**src/hdl/t07_mmio_params.svh**
```systemverilog
`ifndef T07_MMIO_PARAMS_SVH
`define T07_MMIO_PARAMS_SVH

// bus widths
`define T07_DATA_W        32    // cpu data and address width

// address map, tested in this order by the decoder
`define T07_FETCH_TOP     1024  // last fetch address, inclusive
`define T07_TFT_TOP       2048  // first address past the tft window
`define T07_MEM_TOP       8192  // first address past data memory
`define T07_MEM_PREFIX    8'h33 // top byte of every memory address

// external memory model
`define T07_MEM_IDX_W     11    // word index bits, 2048 words
`define T07_MEM_LAT       3     // cycles from request to done

// register bank and tft frame
`define T07_REG_ADDR_W    5     // 32 registers
`define T07_TFT_ADDR_BITS 10    // address bits in front of each frame

`endif

```
**src/hdl/t07_ext_registers.sv**
```systemverilog
`timescale 1ns/1ps
`default_nettype none
`include "t07_mmio_params.svh"

module t07_ext_registers (
    input  wire                       clk,
    input  wire                       reset,
    input  wire                       ri,         // read request, held until ack
    input  wire [`T07_REG_ADDR_W-1:0] addr,       // register index
    input  wire                       load_en,    // external load strobe
    input  wire [`T07_REG_ADDR_W-1:0] load_addr,  // index to load
    input  wire [`T07_DATA_W-1:0]     load_data,  // word to load
    output logic [`T07_DATA_W-1:0]    read_data,  // requested word
    output logic                      ack         // four-phase acknowledge
);

    localparam int DEPTH = 1 << `T07_REG_ADDR_W;  // 32 registers

    logic [`T07_DATA_W-1:0] bank [DEPTH];         // loaded from outside only

    always_ff @(posedge clk) begin
        if (reset) begin
            for (int i = 0; i < DEPTH; i++) begin
                bank[i] <= '0;                    // bank starts empty
            end
            ack <= 1'b0;
        end else begin
            ack <= ri;                            // follows the request by one cycle
            if (load_en) begin
                bank[load_addr] <= load_data;
            end
        end
    end

    // word is captured on the same edge that raises ack
    always_ff @(posedge clk) begin
        if (ri && !ack) begin
            read_data <= bank[addr];
        end
    end

    // request may not be withdrawn before it was acknowledged
    req_hold_a: assert property (@(posedge clk) disable iff (reset)
        (ri && !ack) |=> ri)
        else $error("register request dropped before ack");

endmodule

`default_nettype wire

```
**config.mk**
```make
export PLATFORM = sky130hd
export DESIGN_NAME = t07_ext_registers
export DESIGN_NICKNAME = d
export VERILOG_FILES = /design/src/hdl/t07_ext_registers.sv
export VERILOG_INCLUDE_DIRS = /design/src /design/src/hdl
export SDC_FILE = /design/constraint.sdc
export NUM_CORES = 1
export LEC_CHECK = 0
export ABC_AREA = 1
export BUFFER_PORTS_ARGS = -buffer_cell sky130_fd_sc_hd__buf_2
export CAP_MARGIN = 15
export CELL_PAD_IN_SITES_DETAIL_PLACEMENT = 1
export CELL_PAD_IN_SITES_GLOBAL_PLACEMENT = 2
export CORE_MARGIN = 2
export CORE_UTILIZATION = 41
export DETAILED_ROUTE_END_ITERATION = 6
export GPL_TIMING_DRIVEN = 0
export HOLD_SLACK_MARGIN = 0.03
export PLACE_DENSITY = 0.84
export REMOVE_ABC_BUFFERS = 1
export SYNTH_ARGS = -nofsm -noshare
export SYNTH_HDL_FRONTEND = slang
export SYNTH_SLANG_ARGS = --single-unit
```
**constraint.sdc**
```tcl
create_clock -name clk -period 2.6 [get_ports clk]
set_input_delay 0 -clock clk [delete_from_list [all_inputs] [get_ports clk]]
set_output_delay 0 -clock clk [all_outputs]
set_load 0.005 [all_outputs]
```
==> impl_metrics.yaml <==
run_status:
  status: "finished, final reports clean"
worst_setup_path:
  crit_top_cell: "nand2_1"
  startpoint: "addr[0]"
  path_delay_family: "buffers and inverters"
  slowest_delay_ps: 420
  cp_max_fo: 139
  r2r_start: "bank[10][6]$_SDFFCE_PN0P_"
  path_cells: "buf_8, buf_16, inv_8, buf_16, buf_16, nand2_1, nand3_1, nand3_1, nand2_1, nand2_1, nand2_1, nand2_1, nand2_1"
  cp.arrival_ps: 2990
  worst_setup_path_end_kind: "flip-flop"
  start_kind: "input port"
  path_class: "in -> reg"
  cp.depth: 13
  reg2reg_depth: 8
  cp.required_ps: 3010
  cp_slowest_cell: "buf_8"
  critPathBufInv: 5
global_route:
  antenna_found_initial: 1
  gr-usage-all-layers_pct: 26.9
  grt_max_degree: 140
  grt_pass1_wl_um: 234000
  first_global_vias: 36400
  grt_overflow_total: 0
cells_and_area:
  antenna_cells: 0
  final_util_pct: 47.1
  nNetsFinal: 4813
  area_growth_pct: 14.4
  drive_above_1_share_pct: 8.77
place:
  place_hpwl_um: 92000
  portBuffers: 78
  gp_congestion: 0.737
sta:
  finalCriticalPeriod_ps: 2580
  setup_viol: 0
  maxSlewHeadroom_pct: 29.9
  finalCritPeriodShare_pct: 99.2
  hold_viol: 0
  clock.fmax_mhz: 388
  max_slew.worst_pin.slew_ps: 1050
  grt_setup_unrepaired: "no"
  drv_slew: 0
  finalClockSkew_ps: 20.5
clock_network:
  clk_latency_ps: 710
  cts_tree: "built"
  clk_pin_slew_ps: 60
  root_buffer: "clkbuf_16"
  cts_buffer_depth: 3
  cts_made_buffers: 113
  cts.sinks: 1057
  htree_levels: 3
yosys:
  synth_area_leaders: "edfxtp_1, nand2_1, nor2_1"
  syn_area_um2: 47700
  ys_ff_latch: 1057
  synth_cells: 4825
  synth-edff-count: 1056
  yosys_warnings: 0
  synth_seq_area_share_pct: 66.6
  ys_top_cells_by_count: "nand2_1, edfxtp_1, nor2_1"
  synth_top_cell_area_share_pct: 66.5
  ys_types: 14
  ys.flop_type: "edfxtp_1"
  async_flop_share_pct: 0
  synth_area_leader_cell: "edfxtp_1"
  syn_area_per_cell_um2: 9.88
  yosysMostFrequentCell: "nand2_1"
pwr:
  p_leak_nw: 21.6
  vdd_drop_max_uv: 536
  p_per_area_nw_per_um2: 718
  p_total_w: 0.0391
route:
  avgViaCountPerCell: 5.60
  postRouteAntennaNets: 0
  routed_wl_um: 161000
  vias: 35700
  drt_iter0_drc: 3239
  wl_per_cell_um: 25.2
  drt_first_pass_iters: 6
  drc: 0
floorplanning:
  die_h_um: 345
  die_area_um2: 119000
  num_io_pins: 79
  die_width_um: 345
  num_rows: 125
  start_util_pct: 41.2
  core_area_um2: 116000
hold_path:
  min_from: "load_data[6]"
  holdPathStages: 3
  min_path_type: "in -> reg"
job:
  drv_cap: 0
cells in the final DEF (no fill, tap or decap), drive strengths merged:
| cell type | count |
|---|---|
| buf | 203 |
| bufbuf | 1 |
| bufinv | 8 |
| clkbuf | 147 |
| clkinv | 47 |
| dfxtp | 1 |
| dlygate4sd3 | 35 |
| edfxtp | 1056 |
| inv | 49 |
| nand2 | 1505 |
| nand3 | 768 |
| nor2 | 1026 |
| nor3 | 12 |
where the power goes:
| group | total, W | switching [W] | internal (W) |
|---|---|---|---|
| Clock | 0.0156 | 0.00674 | 0.00886 |
| Combinational | 0.00361 | 0.00260 | 0.00101 |
| Sequential | 0.0199 | 0.000247 | 0.0197 |
registers in the layout, indices dropped and copies added (netlist names):
register	cells
read_data	32
ack	1
bank	1024
timing repair:
action,in CTS,in global routing
buffers inserted,3,9
hold endpoints to repair,341,115
hold buffers,26,9
pin swaps,1,3
gates resized for setup,3,0
endpoints found under the setup margin,1005,267
gates cloned,1,1
per-layer routing:
metal	global-route usage, %	up-vias	part of all wire [%]
li1	-	15900	-
met1	35.1	18300	41
met2	46.0	1228	49
met3	3.29	320	6.5
met4	9.84	0	3.8
met5	0	-	0
cell families (layout without fill, tap and decap cells):
group	after synthesis	count (layout)	share of synthesized area [%]
AND/OR/NAND/NOR	3311	3311	28.2
flip-flops	1057	1057	66.6
buffers and inverters	457	490	5.23
worst reg2reg max path, delay by kind of cell (launching register included):
family           cells  cell delay, ps
DFF                  1             370
and+or+nand+nor      8             990
final timing paths:
check | to | slack [ps]
min reg2reg | read_data[20]$_DFFE_PP_ | 720
max | read_data[12]$_DFFE_PP_ | 20
max reg2reg | read_data[6]$_DFFE_PP_ | 890
min | bank[24][6]$_SDFFCE_PN0P_ | 120
through the flow:
stage	cell area (µm²)	hold slack [ps]	TNS, ps	setup slack [ps]	cells
finish	54500	119	0	20.8	6382
CTS	54100	35.4	0	20.8	6353
global route	54500	92.8	0	36.3	6382
detailed placement	50200	201	-1560930	-1390	6117
floorplan	45300	72.4	-81210	-2010	4412
global placement	47600	201	-4408940	-28660	6014
final cells by class:
type	instances	area, µm²
multi-input cells	3311	13600
flip-flops and latches	1057	31700
repair buffers	240	3580
inverters	44	195
clock inverters	60	505
well taps	1524	1910
clock buffers	146	2990
fillers	12700	61200
Note: power is estimated with default switching activity, not from simulation.
