$ cat config.mk
export PLATFORM = sky130hd
export DESIGN_NAME = t07_tft_spi
export DESIGN_NICKNAME = d
export VERILOG_FILES = /design/src/hdl/t07_tft_spi.sv
export VERILOG_INCLUDE_DIRS = /design/src /design/src/hdl
export SDC_FILE = /design/constraint.sdc
export NUM_CORES = 1
export LEC_CHECK = 0
export BUFFER_PORTS_ARGS = -buffer_cell sky130_fd_sc_hd__buf_2
export CAP_MARGIN = 10
export CORE_MARGIN = 2
export CORE_UTILIZATION = 45
export CTS_CLUSTER_DIAMETER = 150
export CTS_CLUSTER_SIZE = 20
export DETAILED_ROUTE_END_ITERATION = 12
export PLACE_DENSITY = 0.79
export SLEW_MARGIN = 10
export SYNTH_ARGS = -nofsm -noshare
export SYNTH_HDL_FRONTEND = slang
export SYNTH_SLANG_ARGS = --single-unit
$ cat constraint.sdc
create_clock -name clk -period 3.35 [get_ports clk]
set_input_delay 0.5025 -clock clk [delete_from_list [all_inputs] [get_ports clk]]
set_output_delay 0.5025 -clock clk [all_outputs]
set_load 0.05 [all_outputs]
$ cat src/hdl/t07_mmio_params.svh
`ifndef T07_MMIO_PARAMS_SVH
`define T07_MMIO_PARAMS_SVH

// bus widths
`define T07_DATA_W        32    // cpu data and address width

// address map, tested in this order by the decoder
`define T07_FETCH_TOP     1024  // last fetch address, inclusive
`define T07_TFT_TOP       2048  // first address past the tft window
`define T07_MEM_TOP       8192  // first address past data memory
`define T07_MEM_PREFIX    8'h33 // top byte of every memory address

// external memory model
`define T07_MEM_IDX_W     11    // word index bits, 2048 words
`define T07_MEM_LAT       3     // cycles from request to done

// register bank and tft frame
`define T07_REG_ADDR_W    5     // 32 registers
`define T07_TFT_ADDR_BITS 10    // address bits in front of each frame

`endif

$ cat src/hdl/t07_tft_spi.sv
`timescale 1ns/1ps
`default_nettype none
`include "t07_mmio_params.svh"

module t07_tft_spi (
    input  wire                   clk,
    input  wire                   reset,
    input  wire                   wi,    // write request from decoder
    input  wire [`T07_DATA_W-1:0] addr,  // low bits go out first
    input  wire [`T07_DATA_W-1:0] data,  // pixel or command word
    output logic                  ack,   // frame sent, held until wi drops
    output logic                  sclk,  // spi clock, idle low
    output logic                  mosi,  // serial data, msb first
    output logic                  cs     // chip select, active low
);

    localparam int FRAME_W = `T07_TFT_ADDR_BITS + `T07_DATA_W;  // 42 bits
    localparam int CNT_W   = $clog2(FRAME_W);

    typedef enum logic [1:0] {
        ST_IDLE,   // waiting for wi
        ST_SHIFT,  // frame on the wire
        ST_DONE    // ack high until wi falls
    } state_t;

    state_t             state;
    logic [FRAME_W-1:0] shift_q;   // address bits above data bits
    logic [CNT_W-1:0]   bit_cnt;   // bits already completed

    assign mosi = shift_q[FRAME_W-1];

    always_ff @(posedge clk) begin
        if (reset) begin
            state   <= ST_IDLE;
            bit_cnt <= '0;
            sclk    <= 1'b0;
            cs      <= 1'b1;
            ack     <= 1'b0;
        end else begin
            case (state)
                ST_IDLE: if (wi) begin
                    state   <= ST_SHIFT;
                    cs      <= 1'b0;         // first bit is already on mosi
                    bit_cnt <= '0;
                end
                ST_SHIFT: if (!sclk) begin
                    sclk <= 1'b1;            // target samples here
                end else begin
                    sclk <= 1'b0;
                    if (bit_cnt == CNT_W'(FRAME_W - 1)) begin
                        state <= ST_DONE;
                        cs    <= 1'b1;
                        ack   <= 1'b1;
                    end else begin
                        bit_cnt <= bit_cnt + 1'b1;
                    end
                end
                ST_DONE: if (!wi) begin
                    state <= ST_IDLE;
                    ack   <= 1'b0;           // four-phase return
                end
                default: state <= ST_IDLE;
            endcase
        end
    end

    // load on request, shift on the falling side of sclk
    always_ff @(posedge clk) begin
        if (state == ST_IDLE && wi) begin
            shift_q <= {addr[`T07_TFT_ADDR_BITS-1:0], data};
        end else if (state == ST_SHIFT && sclk) begin
            shift_q <= {shift_q[FRAME_W-2:0], 1'b0};
        end
    end

    // no clock edges reach the panel while it is deselected
    sclk_cs_a: assert property (@(posedge clk) disable iff (reset)
        sclk |-> !cs)
        else $error("tft sclk high with cs released");

endmodule

`default_nettype wire

==> flow_metrics.tcl <==
set metrics [dict create \
    status "finished clean" \
    synth_cell_types 33 \
    place_hpwl_um 2920 \
    hold_path.class "in -> reg" \
    critPathArrivalTime_ns 2.17 \
    critPathSlowestCell "nor3b_4" \
    cts_tree "done" \
    num_vias 1751 \
    num_antenna_cells 0 \
    p_switching_uw 331.0 \
    grt_pass1_vias 1632 \
    pwr-share-seq 0.610 \
    power_density_mw_per_mm2 482.9 \
    ys.flop_type "edfxtp_1" \
    grt.total_usage 0.1518 \
    cp_max_fo 27 \
    crit_family "simple AND/OR/NAND/NOR gates" \
    synth_area_per_cell_um2 9.899 \
    ys_seq_elements 53 \
    r2r-end "shift_q[29]" \
    final_util 0.5427 \
    holdCritStartpoint "data[25]" \
    worst_pin_slew_ns 1.030 \
    cp_slowest_stage_delay_ns 0.92 \
    cts_hold_buf 0 \
    clock-sinks 53 \
    swShare 0.2489 \
    crit_type "reg -> reg" \
    rr_worst_depth 4 \
    fill_cells 475 \
    ir_worst_vdd_mv 0.2340 \
    place.gp.congestion 0.8295 \
    finalSetupViolCount 0 \
    coreArea_mm2 0.005075 \
    dieArea_mm2 0.005830 \
    ys_warn_count 0 \
    synth.most_common_cell "nand2_1" \
    crit_path_start_kind "flop" \
    p_clk_frac 0.259 \
    crit_top_cell "nand2_1" \
    stdcell_count 357 \
    antenna_left 0 \
    cts_buffer_depth 2 \
    place_inst 349 \
    netlist_area_mm2 0.002356 \
    die_h_um 76.36 \
    maxCapViolations 0 \
    cts_resized 0 \
    end_kind "flop" \
    grt_pass1_wl_um 7203 \
    via_per_inst 4.905 \
    syn2layout_area_growth_pct 16.89 \
    reg2reg_slack_ns 1.35 \
    cts.clk_slew.worst_paths_ns 0.09 \
    async_flop_share 0 \
    dieWidth_um 76.36 \
    firstDrtPassIters 4 \
    period_minus_slack_ns 2.000 \
    cts_max_level 2 \
    drc 0 \
    grt_max_degree 46 \
    p_leak_nw 1.227 \
    yosysSeqAreaShare 0.6288 \
    post_cts_buffers 0 \
    rows 26 \
    synth_top_cell_by_area "edfxtp_1" \
    grt_overflow_total 0 \
    finalHoldViolations 0 \
    skew_ns 0.002338 \
    holdWs_ns 0.4583 \
    nNetsFinal 355 \
    start_util 0.4643 \
    worst_ep_required_time_ns 3.52 \
    numPortBuffers 48 \
    post-place-ws_ns 1.233 \
    syn_inst 238 \
    synth_commonest_cells "nand2_1, edfxtp_1, dfxtp_1, buf_2" \
    avgRoutedWirePerCell_um 12.05 \
    drt_iter0_drc 68 \
    tns_ns 0 \
    r2r_start "state[1]" \
    grt_antenna_before_repair 0 \
    clk_latency_ns 0.30 \
    cp_cell_sequence "nor3b_4 -> buf_4 -> nand2_1 -> nand2_1" \
    fmax_ghz 0.5000 \
    p_comb_frac 0.131 \
    drt_wl_total_um 4302 \
    synth_nets 307 \
    hold-path-endpoint "shift_q[25]" \
    final_layout_size_suffix_gt1_frac 0.2230 \
    p_int_uw 998.8 \
    setup_slack_ns 1.350 \
    slew_headroom 0.3124 \
    cp_num_buf_inv 1 \
    rsz0062_at_grt "no" \
    ctsRootBufferMaster "clkbuf_8" \
    pin_count 71 \
    min_path_cells 3 \
    synth-edff-count 42 \
    fin_crit_sh 0.5970 \
    synth_top_area_frac 0.5353 \
    final-max-slew-violation-count 0 \
    cts_made_buffers 5 \
    ys_top_cells_by_area "edfxtp_1, nand2_1, dfxtp_1, buf_2, mux2i_1" \
]
## cells by family (layout without fill, tap and decap cells)
kind of cell | count (synthesis) | after routing | synth area share
AOI/OAI and AO/OA | 14 | 14 | 0.04195
xor gates and xnor gates | 1 | 1 | 0.003718
adders and majority gates | 2 | 2 | 0.01062
buffers and inverters | 16 | 65 | 0.03345
DFF | 53 | 53 | 0.6288
muxes | 4 | 4 | 0.01859
and+or+nand+nor | 148 | 148 | 0.2629
## power by group through the flow
stage	Sequential, mW	Clock (mW)	Combinational (mW)
after global placement	0.824	0	0.171
after CTS	0.812	0.353	0.178
after floorplan	0.834	0	0.107
after global routing	0.818	0.374	0.200
final	0.811	0.344	0.174
after detailed placement	0.827	0	0.176
## worst min-delay path, delay by kind of cell
kind | cells | cell delay, ns
AND/OR/NAND/NOR | 2 | 0.08
buffers and inverters | 1 | 0.07
## layout by cell type, fill, tap and decap left out, types with 2 or more instances in the layout
master / instances
or3_1: 4
inv_1: 5
ha_1: 2
o31ai_1: 2
clkbuf_8: 5
nand2_1: 126
a21oi_1: 5
buf_4: 4
buf_2: 48
dfxtp_1: 11
and2_1: 2
mux2i_1: 3
edfxtp_1: 42
nand3_1: 5
## final cells by class
cell class | count | area (µm²) | share of cell area
Sequential cell | 53 | 1481 | 0.5379
Multi-Input combinational cell | 169 | 809.5 | 0.2940
Timing Repair Buffer | 52 | 270.3 | 0.09814
Tap cell | 70 | 87.58 | 0.03180
Clock buffer | 5 | 68.82 | 0.02499
Inverter | 5 | 18.77 | 0.006815
Clock inverter | 3 | 17.52 | 0.006361
## per-layer routing
metal | vias up | track usage | share of wire
met3 | 5 | 0.02607 | 0.043
met5 | - | 0 | 0
li1 | 887 | - | -
met1 | 819 | 0.2163 | 0.48
met4 | 0 | 0.04909 | 0.0095
met2 | 40 | 0.2381 | 0.47
## state kept, by name, indices dropped and copies added, names as in the netlist
signal / flops
sclk: 1
bit_cnt: 6
shift_q: 42
cs: 1
state: 2
ack: 1
## metrics by stage
step / cell area [µm²] / total power [mW]
6_report: 2754 / 1.330
5_1_grt: 2754 / 1.393
4_1_cts: 2754 / 1.342
3_5_place_dp: 2668 / 1.003
3_3_place_gp: 2668 / 0.9948
2_1_floorplan: 2356 / 0.9411
## worst max-delay path by stage
stage                        start          end  slack, ns  depth (start not counted)
after floorplan               sclk   shift_q[0]       0.15                          2
after global placement          wi  shift_q[29]       1.27                          5
after detailed placement        wi  shift_q[29]       1.23                          5
after CTS                 state[1]  shift_q[29]       1.33                          4
after global routing      state[1]  shift_q[33]       1.20                          4
final                     state[1]  shift_q[29]       1.35                          4
Note: power is estimated with default switching activity, not from simulation.
