**src/hdl/t07_mmio_params.svh**
```systemverilog
`ifndef T07_MMIO_PARAMS_SVH
`define T07_MMIO_PARAMS_SVH

// bus widths
`define T07_DATA_W        32    // cpu data and address width

// address map, tested in this order by the decoder
`define T07_FETCH_TOP     1024  // last fetch address, inclusive
`define T07_TFT_TOP       2048  // first address past the tft window
`define T07_MEM_TOP       8192  // first address past data memory
`define T07_MEM_PREFIX    8'h33 // top byte of every memory address

// external memory model
`define T07_MEM_IDX_W     11    // word index bits, 2048 words
`define T07_MEM_LAT       3     // cycles from request to done

// register bank and tft frame
`define T07_REG_ADDR_W    5     // 32 registers
`define T07_TFT_ADDR_BITS 10    // address bits in front of each frame

`endif

```
**src/hdl/t07_mmio_pkg.sv**
```systemverilog
`default_nettype none

package t07_mmio_pkg;

    // access code driven by the cpu memory handler
    typedef enum logic [1:0] {
        CPU_IDLE    = 2'b00, // no access
        CPU_WRITE   = 2'b01, // store
        CPU_READ    = 2'b10, // load
        CPU_IDLE_HI = 2'b11  // also treated as idle
    } cpu_op_t;

    // operation code on the instruction/data memory port
    typedef enum logic [1:0] {
        MEM_READ_INSTR = 2'b00, // instruction fetch
        MEM_WRITE      = 2'b01, // data store
        MEM_READ_DATA  = 2'b10, // data load
        MEM_IDLE       = 2'b11  // nothing pending
    } mem_op_t;

endpackage

`default_nettype wire

```
**src/hdl/t07_mmio.sv**
```systemverilog
`timescale 1ns/1ps
`default_nettype none
`include "t07_mmio_params.svh"

module t07_mmio import t07_mmio_pkg::*; (
    input  wire                    clk,                   // only for checks
    input  wire                    reset,                 // only for checks
    input  wire [`T07_DATA_W-1:0]  addr_in,               // pc or load/store address
    input  wire [`T07_DATA_W-1:0]  mem_data_in,           // store data from cpu
    input  wire cpu_op_t           rwi_in,                // cpu access code
    input  wire [`T07_DATA_W-1:0]  ext_data_in,           // word from memory
    input  wire                    busy_o,                // memory still working
    input  wire [`T07_DATA_W-1:0]  reg_data_in,           // word from register bank
    input  wire                    ack_reg,               // register bank ack
    input  wire                    ack_tft,               // tft port ack
    output logic                   busy,                  // stall back to cpu
    output logic                   ri_out,                // register read request
    output logic [`T07_REG_ADDR_W-1:0] addr_out_reg,      // register index
    output logic                   wi_out,                // tft write request
    output logic [`T07_DATA_W-1:0] addr_out_tft,          // tft address
    output logic [`T07_DATA_W-1:0] write_data_out_tft,    // tft data
    output mem_op_t                rwi_out,               // memory operation
    output logic [`T07_DATA_W-1:0] addr_out,              // memory address
    output logic [`T07_DATA_W-1:0] write_data_out,        // memory store data
    output logic [`T07_DATA_W-1:0] ext_data_out,          // load result to cpu
    output logic [`T07_DATA_W-1:0] write_instruction_out  // fetched instruction
);

    always_comb begin
        busy                  = 1'b0;     // unmapped means no stall
        ri_out                = 1'b0;
        wi_out                = 1'b0;
        rwi_out               = MEM_IDLE;
        addr_out_reg          = '0;
        addr_out_tft          = '0;
        write_data_out_tft    = '0;
        addr_out              = '0;
        write_data_out        = '0;
        ext_data_out          = '0;
        write_instruction_out = '0;

        if (addr_in <= `T07_FETCH_TOP) begin                      // fetch ignores rwi_in
            busy                  = busy_o;
            rwi_out               = MEM_READ_INSTR;
            addr_out              = {`T07_MEM_PREFIX, addr_in[23:0]};
            write_instruction_out = ext_data_in;                  // straight to fetch stage
        end else if (addr_in < `T07_TFT_TOP) begin                // tft window takes writes only
            if (rwi_in == CPU_WRITE) begin
                busy               = !ack_tft;                    // request without ack
                wi_out             = 1'b1;
                addr_out_tft       = addr_in;
                write_data_out_tft = mem_data_in;
            end
        end else if (addr_in < `T07_MEM_TOP) begin                // data memory window
            if (rwi_in == CPU_WRITE) begin
                busy           = busy_o;
                rwi_out        = MEM_WRITE;
                addr_out       = {`T07_MEM_PREFIX, addr_in[23:0]};
                write_data_out = mem_data_in;
            end else if (rwi_in == CPU_READ) begin
                busy         = busy_o;
                rwi_out      = MEM_READ_DATA;
                addr_out     = {`T07_MEM_PREFIX, addr_in[23:0]};
                ext_data_out = ext_data_in;
            end
        end else if (rwi_in == CPU_READ) begin                    // register bank is read only
            busy         = !ack_reg;
            ri_out       = 1'b1;
            addr_out_reg = addr_in[`T07_REG_ADDR_W-1:0];          // low bits pick the register
            ext_data_out = reg_data_in;
        end
    end

    // at most one target holds a request or a pending ack
    one_target_a: assert property (@(posedge clk) disable iff (reset)
        $onehot0({ri_out || ack_reg, wi_out || ack_tft, rwi_out != MEM_IDLE}))
        else $error("more than one mmio target active");

    // cpu must hold the address until the stall drops
    addr_hold_a: assert property (@(posedge clk) disable iff (reset)
        busy |=> $stable(addr_in))
        else $error("addr_in changed while busy");

endmodule

`default_nettype wire

```
**config.mk**
```make
export PLATFORM = sky130hd
export DESIGN_NAME = t07_mmio
export DESIGN_NICKNAME = d
export VERILOG_FILES = /design/src/hdl/t07_mmio_pkg.sv /design/src/hdl/t07_mmio.sv
export VERILOG_INCLUDE_DIRS = /design/src /design/src/hdl
export SDC_FILE = /design/constraint.sdc
export NUM_CORES = 1
export LEC_CHECK = 0
export ABC_AREA = 1
export BUFFER_PORTS_ARGS = -buffer_cell sky130_fd_sc_hd__buf_2
export CAP_MARGIN = 20
export CORE_AREA = 3 3 129 131
export DETAILED_ROUTE_END_ITERATION = 8
export DIE_AREA = 0 0 132 134
export SYNTH_ARGS = -nofsm -noshare
export SYNTH_HDL_FRONTEND = slang
export SYNTH_SLANG_ARGS = --single-unit
```
**constraint.sdc**
```tcl
create_clock -name vclk -period 1.8
set_clock_uncertainty 0.2 [all_clocks]
set_input_delay 0.27 -clock vclk [all_inputs]
set_output_delay 0.27 -clock vclk [all_outputs]
set_load 0.01 [all_outputs]
```
==> results of run 1 <==
stage by stage:
| step | utilization | std cells |
|---|---|---|
| floorplan | - | 546 |
| global placement | 0.281 | 1035 |
| detailed placement | 0.281 | 1035 |
| CTS | 0.335 | 1056 |
| global route | 0.366 | 1062 |
| finish | 0.366 | 1062 |
critical path: stages:
cell,delay (ps)
buf_6,100
nor2_4,100
nand2_2,70
nor2_4,160
nand2_2,110
nor2_8,150
inv_8,90
bufbuf_16,280
nor3_2,150
buf_2,160
kinds of logic after synthesis:
group / count (synthesis) / share of synthesized area
other: 1 / 0.00160
adders and majority gates: 2 / 0.0107
and+or+nand+nor: 288 / 0.523
buffers and inverters: 172 / 0.361
AOI/OAI and AO/OA: 48 / 0.105
metal layers:
metal,part of all wire,vias to the layer above,global-route usage
met4,0.0072,0,0.0117
met2,0.52,232,0.280
met1,0.39,1927,0.173
met3,0.076,8,0.0161
met5,0,-,0
li1,-,2140,-
power by group:
group	switching [mW]	internal, mW	leakage, nW	total, mW
combinational	0.375	0.325	3.57	0.701
clock	0	0	0	0
sequential	0	0	0	0
total	0.375	0.325	3.57	0.701
how the worst min path moves through the flow:
stage / start / endpoint / slack (ps)
floorplan: addr_in[12] / addr_out[12] / 420
global placement: mem_data_in[0] / write_data_out[0] / 660
detailed placement: ext_data_in[6] / write_instruction_out[6] / 660
CTS: ext_data_in[6] / write_instruction_out[6] / 660
global route: ext_data_in[21] / write_instruction_out[21] / 680
finish: ext_data_in[27] / write_instruction_out[27] / 660
cell usage after synthesis:
cell      instances
o31ai_1           1
nand3_2           1
nand2_2           1
buf_4            40
inv_2             2
o21bai_1          1
clkinv_1          1
nor3_1           75
nand2_1          83
nor2_4            1
buf_2            16
buf_1             3
nor3_2            1
conb_1            1
clkbuf_1         14
inv_1            92
nand3_1           4
nor2_2            2
nor2_8            1
nor2_1          118
buf_6             4
nand4_1           1
a21oi_1          14
ha_1              2
o21ai_1           8
o21ai_0          24
layout make-up:
type	instances	area, um2
fill	1670	9960
inverter	95	375
multi-input combinational	374	2330
tap	216	270
timing repair buffer	377	2780
cells in the final DEF, fill, tap and decap left out, types with 2 or more instances in the layout:
cell type and instances:
buf_2 273, nor2_1 94, inv_1 87, nand2_1 53, buf_4 37, nor3_2 36, conb_1 36, buf_6 30
nor3_1 29, nand2_2 20, buf_12 19, nor2_2 14, o21ai_1 14, o21ai_2 14, nor2_4 13, nor3_4 11
nand2_4 10, buf_16 9, a21oi_1 7, a21oi_2 6, buf_8 6, inv_2 4, nand3_1 3, o21ai_0 3
inv_8 2, clkbuf_16 2
timing repair:
action,in CTS,in global routing
resized for setup,116,115
setup buffers,10,6
endpoints found under the setup margin,166,166
gates cloned,11,2
hold endpoints to repair,0,0
pin swaps,15,31
hold buffers,0,0
==> impl_metrics.json, run 1 <==
{
  "timing.final.crit_share": 1.17,
  "synth_area_per_cell_um2": 4.59,
  "power_uw": 701,
  "synth_warnings": 0,
  "yosysTopAreaCell": "nor2_1",
  "worstHoldPathCells": 4,
  "critPathKind": "in -> out",
  "ant_nets": 0,
  "wl_mm": 14.9,
  "fin_nets": 985,
  "vdd_ir_drop_max_uv": 53.5,
  "dr.pass1.iters": 4,
  "start_util": 0.149,
  "cp-end-kind": "primary output",
  "io_pins": 337,
  "power.leakage_nw": 3.57,
  "gp_congestion": 0.759,
  "coreArea_um2": 15700,
  "yosysSeqAreaShare": 0,
  "diodes": 0,
  "setup_viol": 166,
  "setup_slack_ps": -313,
  "fmax_mhz": 473,
  "slew_violations": 0,
  "holdWs_ps": 660,
  "n_clock_buffer": 0,
  "violations": "negative setup slack",
  "vias": 4307,
  "avgRoutedWirePerCell_um": 14.0,
  "die_w_um": 132,
  "fin_crit_ps": 2110,
  "grt_pass1_vias": 3803,
  "tns_ps": -36580,
  "rsz0062_at_grt": "true",
  "port_buffers": 299,
  "required_ps": 1330,
  "nFlopsAndLatches": 0,
  "path_max_fanout": 8,
  "vias_per_cell": 4.06,
  "critPathCapture": "write_data_out_tft[15]",
  "die_area_um2": 17700,
  "cp-startpoint": "addr_in[19]",
  "fin_area_um2": 5760,
  "hold_violations": 0,
  "synth.top_cell.area_share": 0.189,
  "arrival_ps": 1640,
  "powerDensity_nw_per_um2": 122,
  "drtIter0Drc": 175,
  "drc": 0,
  "grt_pass1_wl_mm": 20.8,
  "synthCells": 511,
  "antenna_found_initial": 0,
  "dp_slack_ps": -470,
  "dp.final_hpwl_mm": 10.6,
  "synth_area_um2": 2350,
  "hp-class": "in -> out",
  "cap_violations": 0,
  "place_area_um2": 4420,
  "rows": 46,
  "grt_max_degree": 34,
  "grt_overflow_total": 0,
  "cp-start-kind": "input pin",
  "ys_types": 26,
  "layout-drive-gt1-share": 0.612,
  "fp.dieH_um": 134,
  "outcome": "finished with violations",
  "grt_use_total": 0.143,
  "area_growth_pct": 145,
  "netlist_top_cells_area": "nor2_1 (19%), nor3_1 (16%), inv_1 (15%), nand2_1 (13%), buf_4 (13%)",
  "seqCellArea_um2": 0
}
Note: power is estimated with default switching activity, not from simulation.
==> inputs of run 2 (changes only) <==
- CORE_AREA: 3 3 129 131 -> 3 3 130 132
- DIE_AREA: 0 0 132 134 -> 0 0 133 135
- MAX_ROUTING_LAYER: default -> met4
- clock period: 1.8 -> 2.3 ns (I/O delays scaled with it)
==> run 2 against run 1 <==
The run still ends with negative setup slack left. Non-clock buffer count down 39. Global-route usage down 2.4 points. Final cell count down 3.7%. First-iteration DRC count down 9.1%. Worst setup slack better by 310 ps. Hold slack better by 140 ps. Highest routed layer unchanged. Combinational power down 40%. Largest cell class unchanged. Critical path type unchanged. Utilization down 6.0 points.
==> impl_metrics.json, run 2 (synthesis gave the netlist of run 1 again) <==
{
  "outcome": "finished with violations",
  "violations": "negative setup slack",
  "placed_cells": 1015,
  "path_max_fanout": 7,
  "dp_slack_ps": -57.5,
  "vias_per_cell": 4.04,
  "crit_path_top_delay_cell": "clkbuf_16",
  "cap_violations": 0,
  "arrival_ps": 1760,
  "p_comb_frac": 1.000,
  "vias": 4130,
  "grt_overflow_total": 0,
  "setup_viol": 1,
  "wl_mm": 13.5,
  "gp_congestion": 0.769,
  "layout_commonest_cell": "buf_2",
  "cp-start-kind": "input pin",
  "slew_violations": 0,
  "switchingPower_uw": 246,
  "power.leakage_nw": 3.14,
  "drc": 0,
  "diodes": 0,
  "cp_slowest_stage_delay_ps": 190,
  "ant_nets": 0,
  "layout-drive-gt1-share": 0.517,
  "grt_use_total": 0.119,
  "min-delay-start": "addr_in[3]",
  "nFlopsAndLatches": 0,
  "area_growth_pct": 107,
  "seqCellArea_um2": 0,
  "required_ps": 1750,
  "power_uw": 423,
  "start_util": 0.148,
  "instances_no_fill": 1023,
  "worstPathCellList": "buf_2 -> nor2_4 -> nand2_2 -> nor2_4 -> buf_6 -> nand2_4 -> nor2_8 -> nand2_4 -> buf_8 -> clkbuf_16 -> nor2_4 -> buf_6",
  "worstHoldEndpoint": "addr_out_reg[3]",
  "critPathKind": "in -> out",
  "rsz0062_at_grt": "true",
  "dr.pass1.iters": 4,
  "cp-end-kind": "primary output",
  "fmax_mhz": 435,
  "switching_share": 0.582,
  "setup_slack_ps": -0.563,
  "coreArea_um2": 15800,
  "p_int_uw": 177,
  "io_pins": 337,
  "drtIter0Drc": 159,
  "timing.final.crit_share": 1.00,
  "grt_pass1_vias": 3354,
  "vdd_ir_drop_max_uv": 60.9,
  "die_area_um2": 18000,
  "grt_pass1_wl_mm": 17.4,
  "powerDensity_nw_per_um2": 87.1,
  "postLayoutCoreUtil": 0.307,
  "holdWs_ps": 800,
  "fill_cells": 1768,
  "fp.dieH_um": 135,
  "avgRoutedWirePerCell_um": 13.2,
  "antenna_found_initial": 0,
  "dp.final_hpwl_mm": 10.1,
  "p_seq_frac": 0,
  "crit_top_cell": "nor2_4",
  "worstHoldPathCells": 4,
  "fin_crit_ps": 2300,
  "p_clk_frac": 0,
  "hold_violations": 0,
  "die_w_um": 133,
  "fin_nets": 946,
  "n_clock_buffer": 0,
  "hp-class": "in -> out",
  "port_buffers": 299,
  "grt_max_degree": 37,
  "mostFrequentLayoutCells": "buf_2 (267), inv_1 (92), nor2_1 (82)",
  "rows": 46
}
-- run 2: layout make-up --
| class | instances | area (um2) | area share |
|---|---|---|---|
| Inverter | 95 | 359 | 0.0740 |
| Multi-Input combinational cell | 374 | 2030 | 0.419 |
| Tap cell | 216 | 270 | 0.0557 |
| Timing Repair Buffer | 338 | 2190 | 0.452 |
-- run 2: routing by layer --
layer,up-vias,part of all wire,track usage
li1,2059,-,-
met1,1858,0.40,0.149
met2,203,0.52,0.220
met3,10,0.068,0.00745
met4,0,0.011,0.00462
met5,-,0,-
-- run 2: power by group through the flow --
stage / combinational (mW) / sequential [mW] / clock [mW]
2_1_floorplan: 0.222 / 0 / 0
3_3_place_gp: 0.372 / 0 / 0
3_5_place_dp: 0.375 / 0 / 0
4_1_cts: 0.377 / 0 / 0
5_1_grt: 0.471 / 0 / 0
6_report: 0.423 / 0 / 0
-- run 2: per-stage QoR --
step                      cell area (um2)  setup TNS, ps
final                                4850         -0.563
after global routing                 4850          -1390
after CTS                            4120              0
after detailed placement             4100           -154
after global placement               4100           -399
after floorplan                      2480              0
-- run 2: worst max path at each step --
stage,from,end,slack [ps],cells after the start
after floorplan,addr_in[31],addr_out[25],20,7
after global routing,addr_in[25],write_instruction_out[21],-70,12
after CTS,addr_in[31],write_data_out[16],4,10
final,addr_in[26],write_instruction_out[21],-0.6,12
after global placement,addr_in[31],addr_out[11],-60,11
after detailed placement,addr_in[31],addr_out[11],-60,11
-- run 2: timing repair --
action / 4_1_cts / 5_1_grt
hold endpoints to repair: 0 / 0
setup buffers: 1 / 2
hold buffers: 0 / 0
gates cloned: 0 / 5
gates resized for setup: 3 / 140
setup endpoints to repair: 32 / 138
pin swaps: 0 / 17
-- run 2: critical path, delay by kind of cell --
family / cells / cell delay [ps]
AND/OR/NAND/NOR: 7 / 710
buffers and inverters: 5 / 690
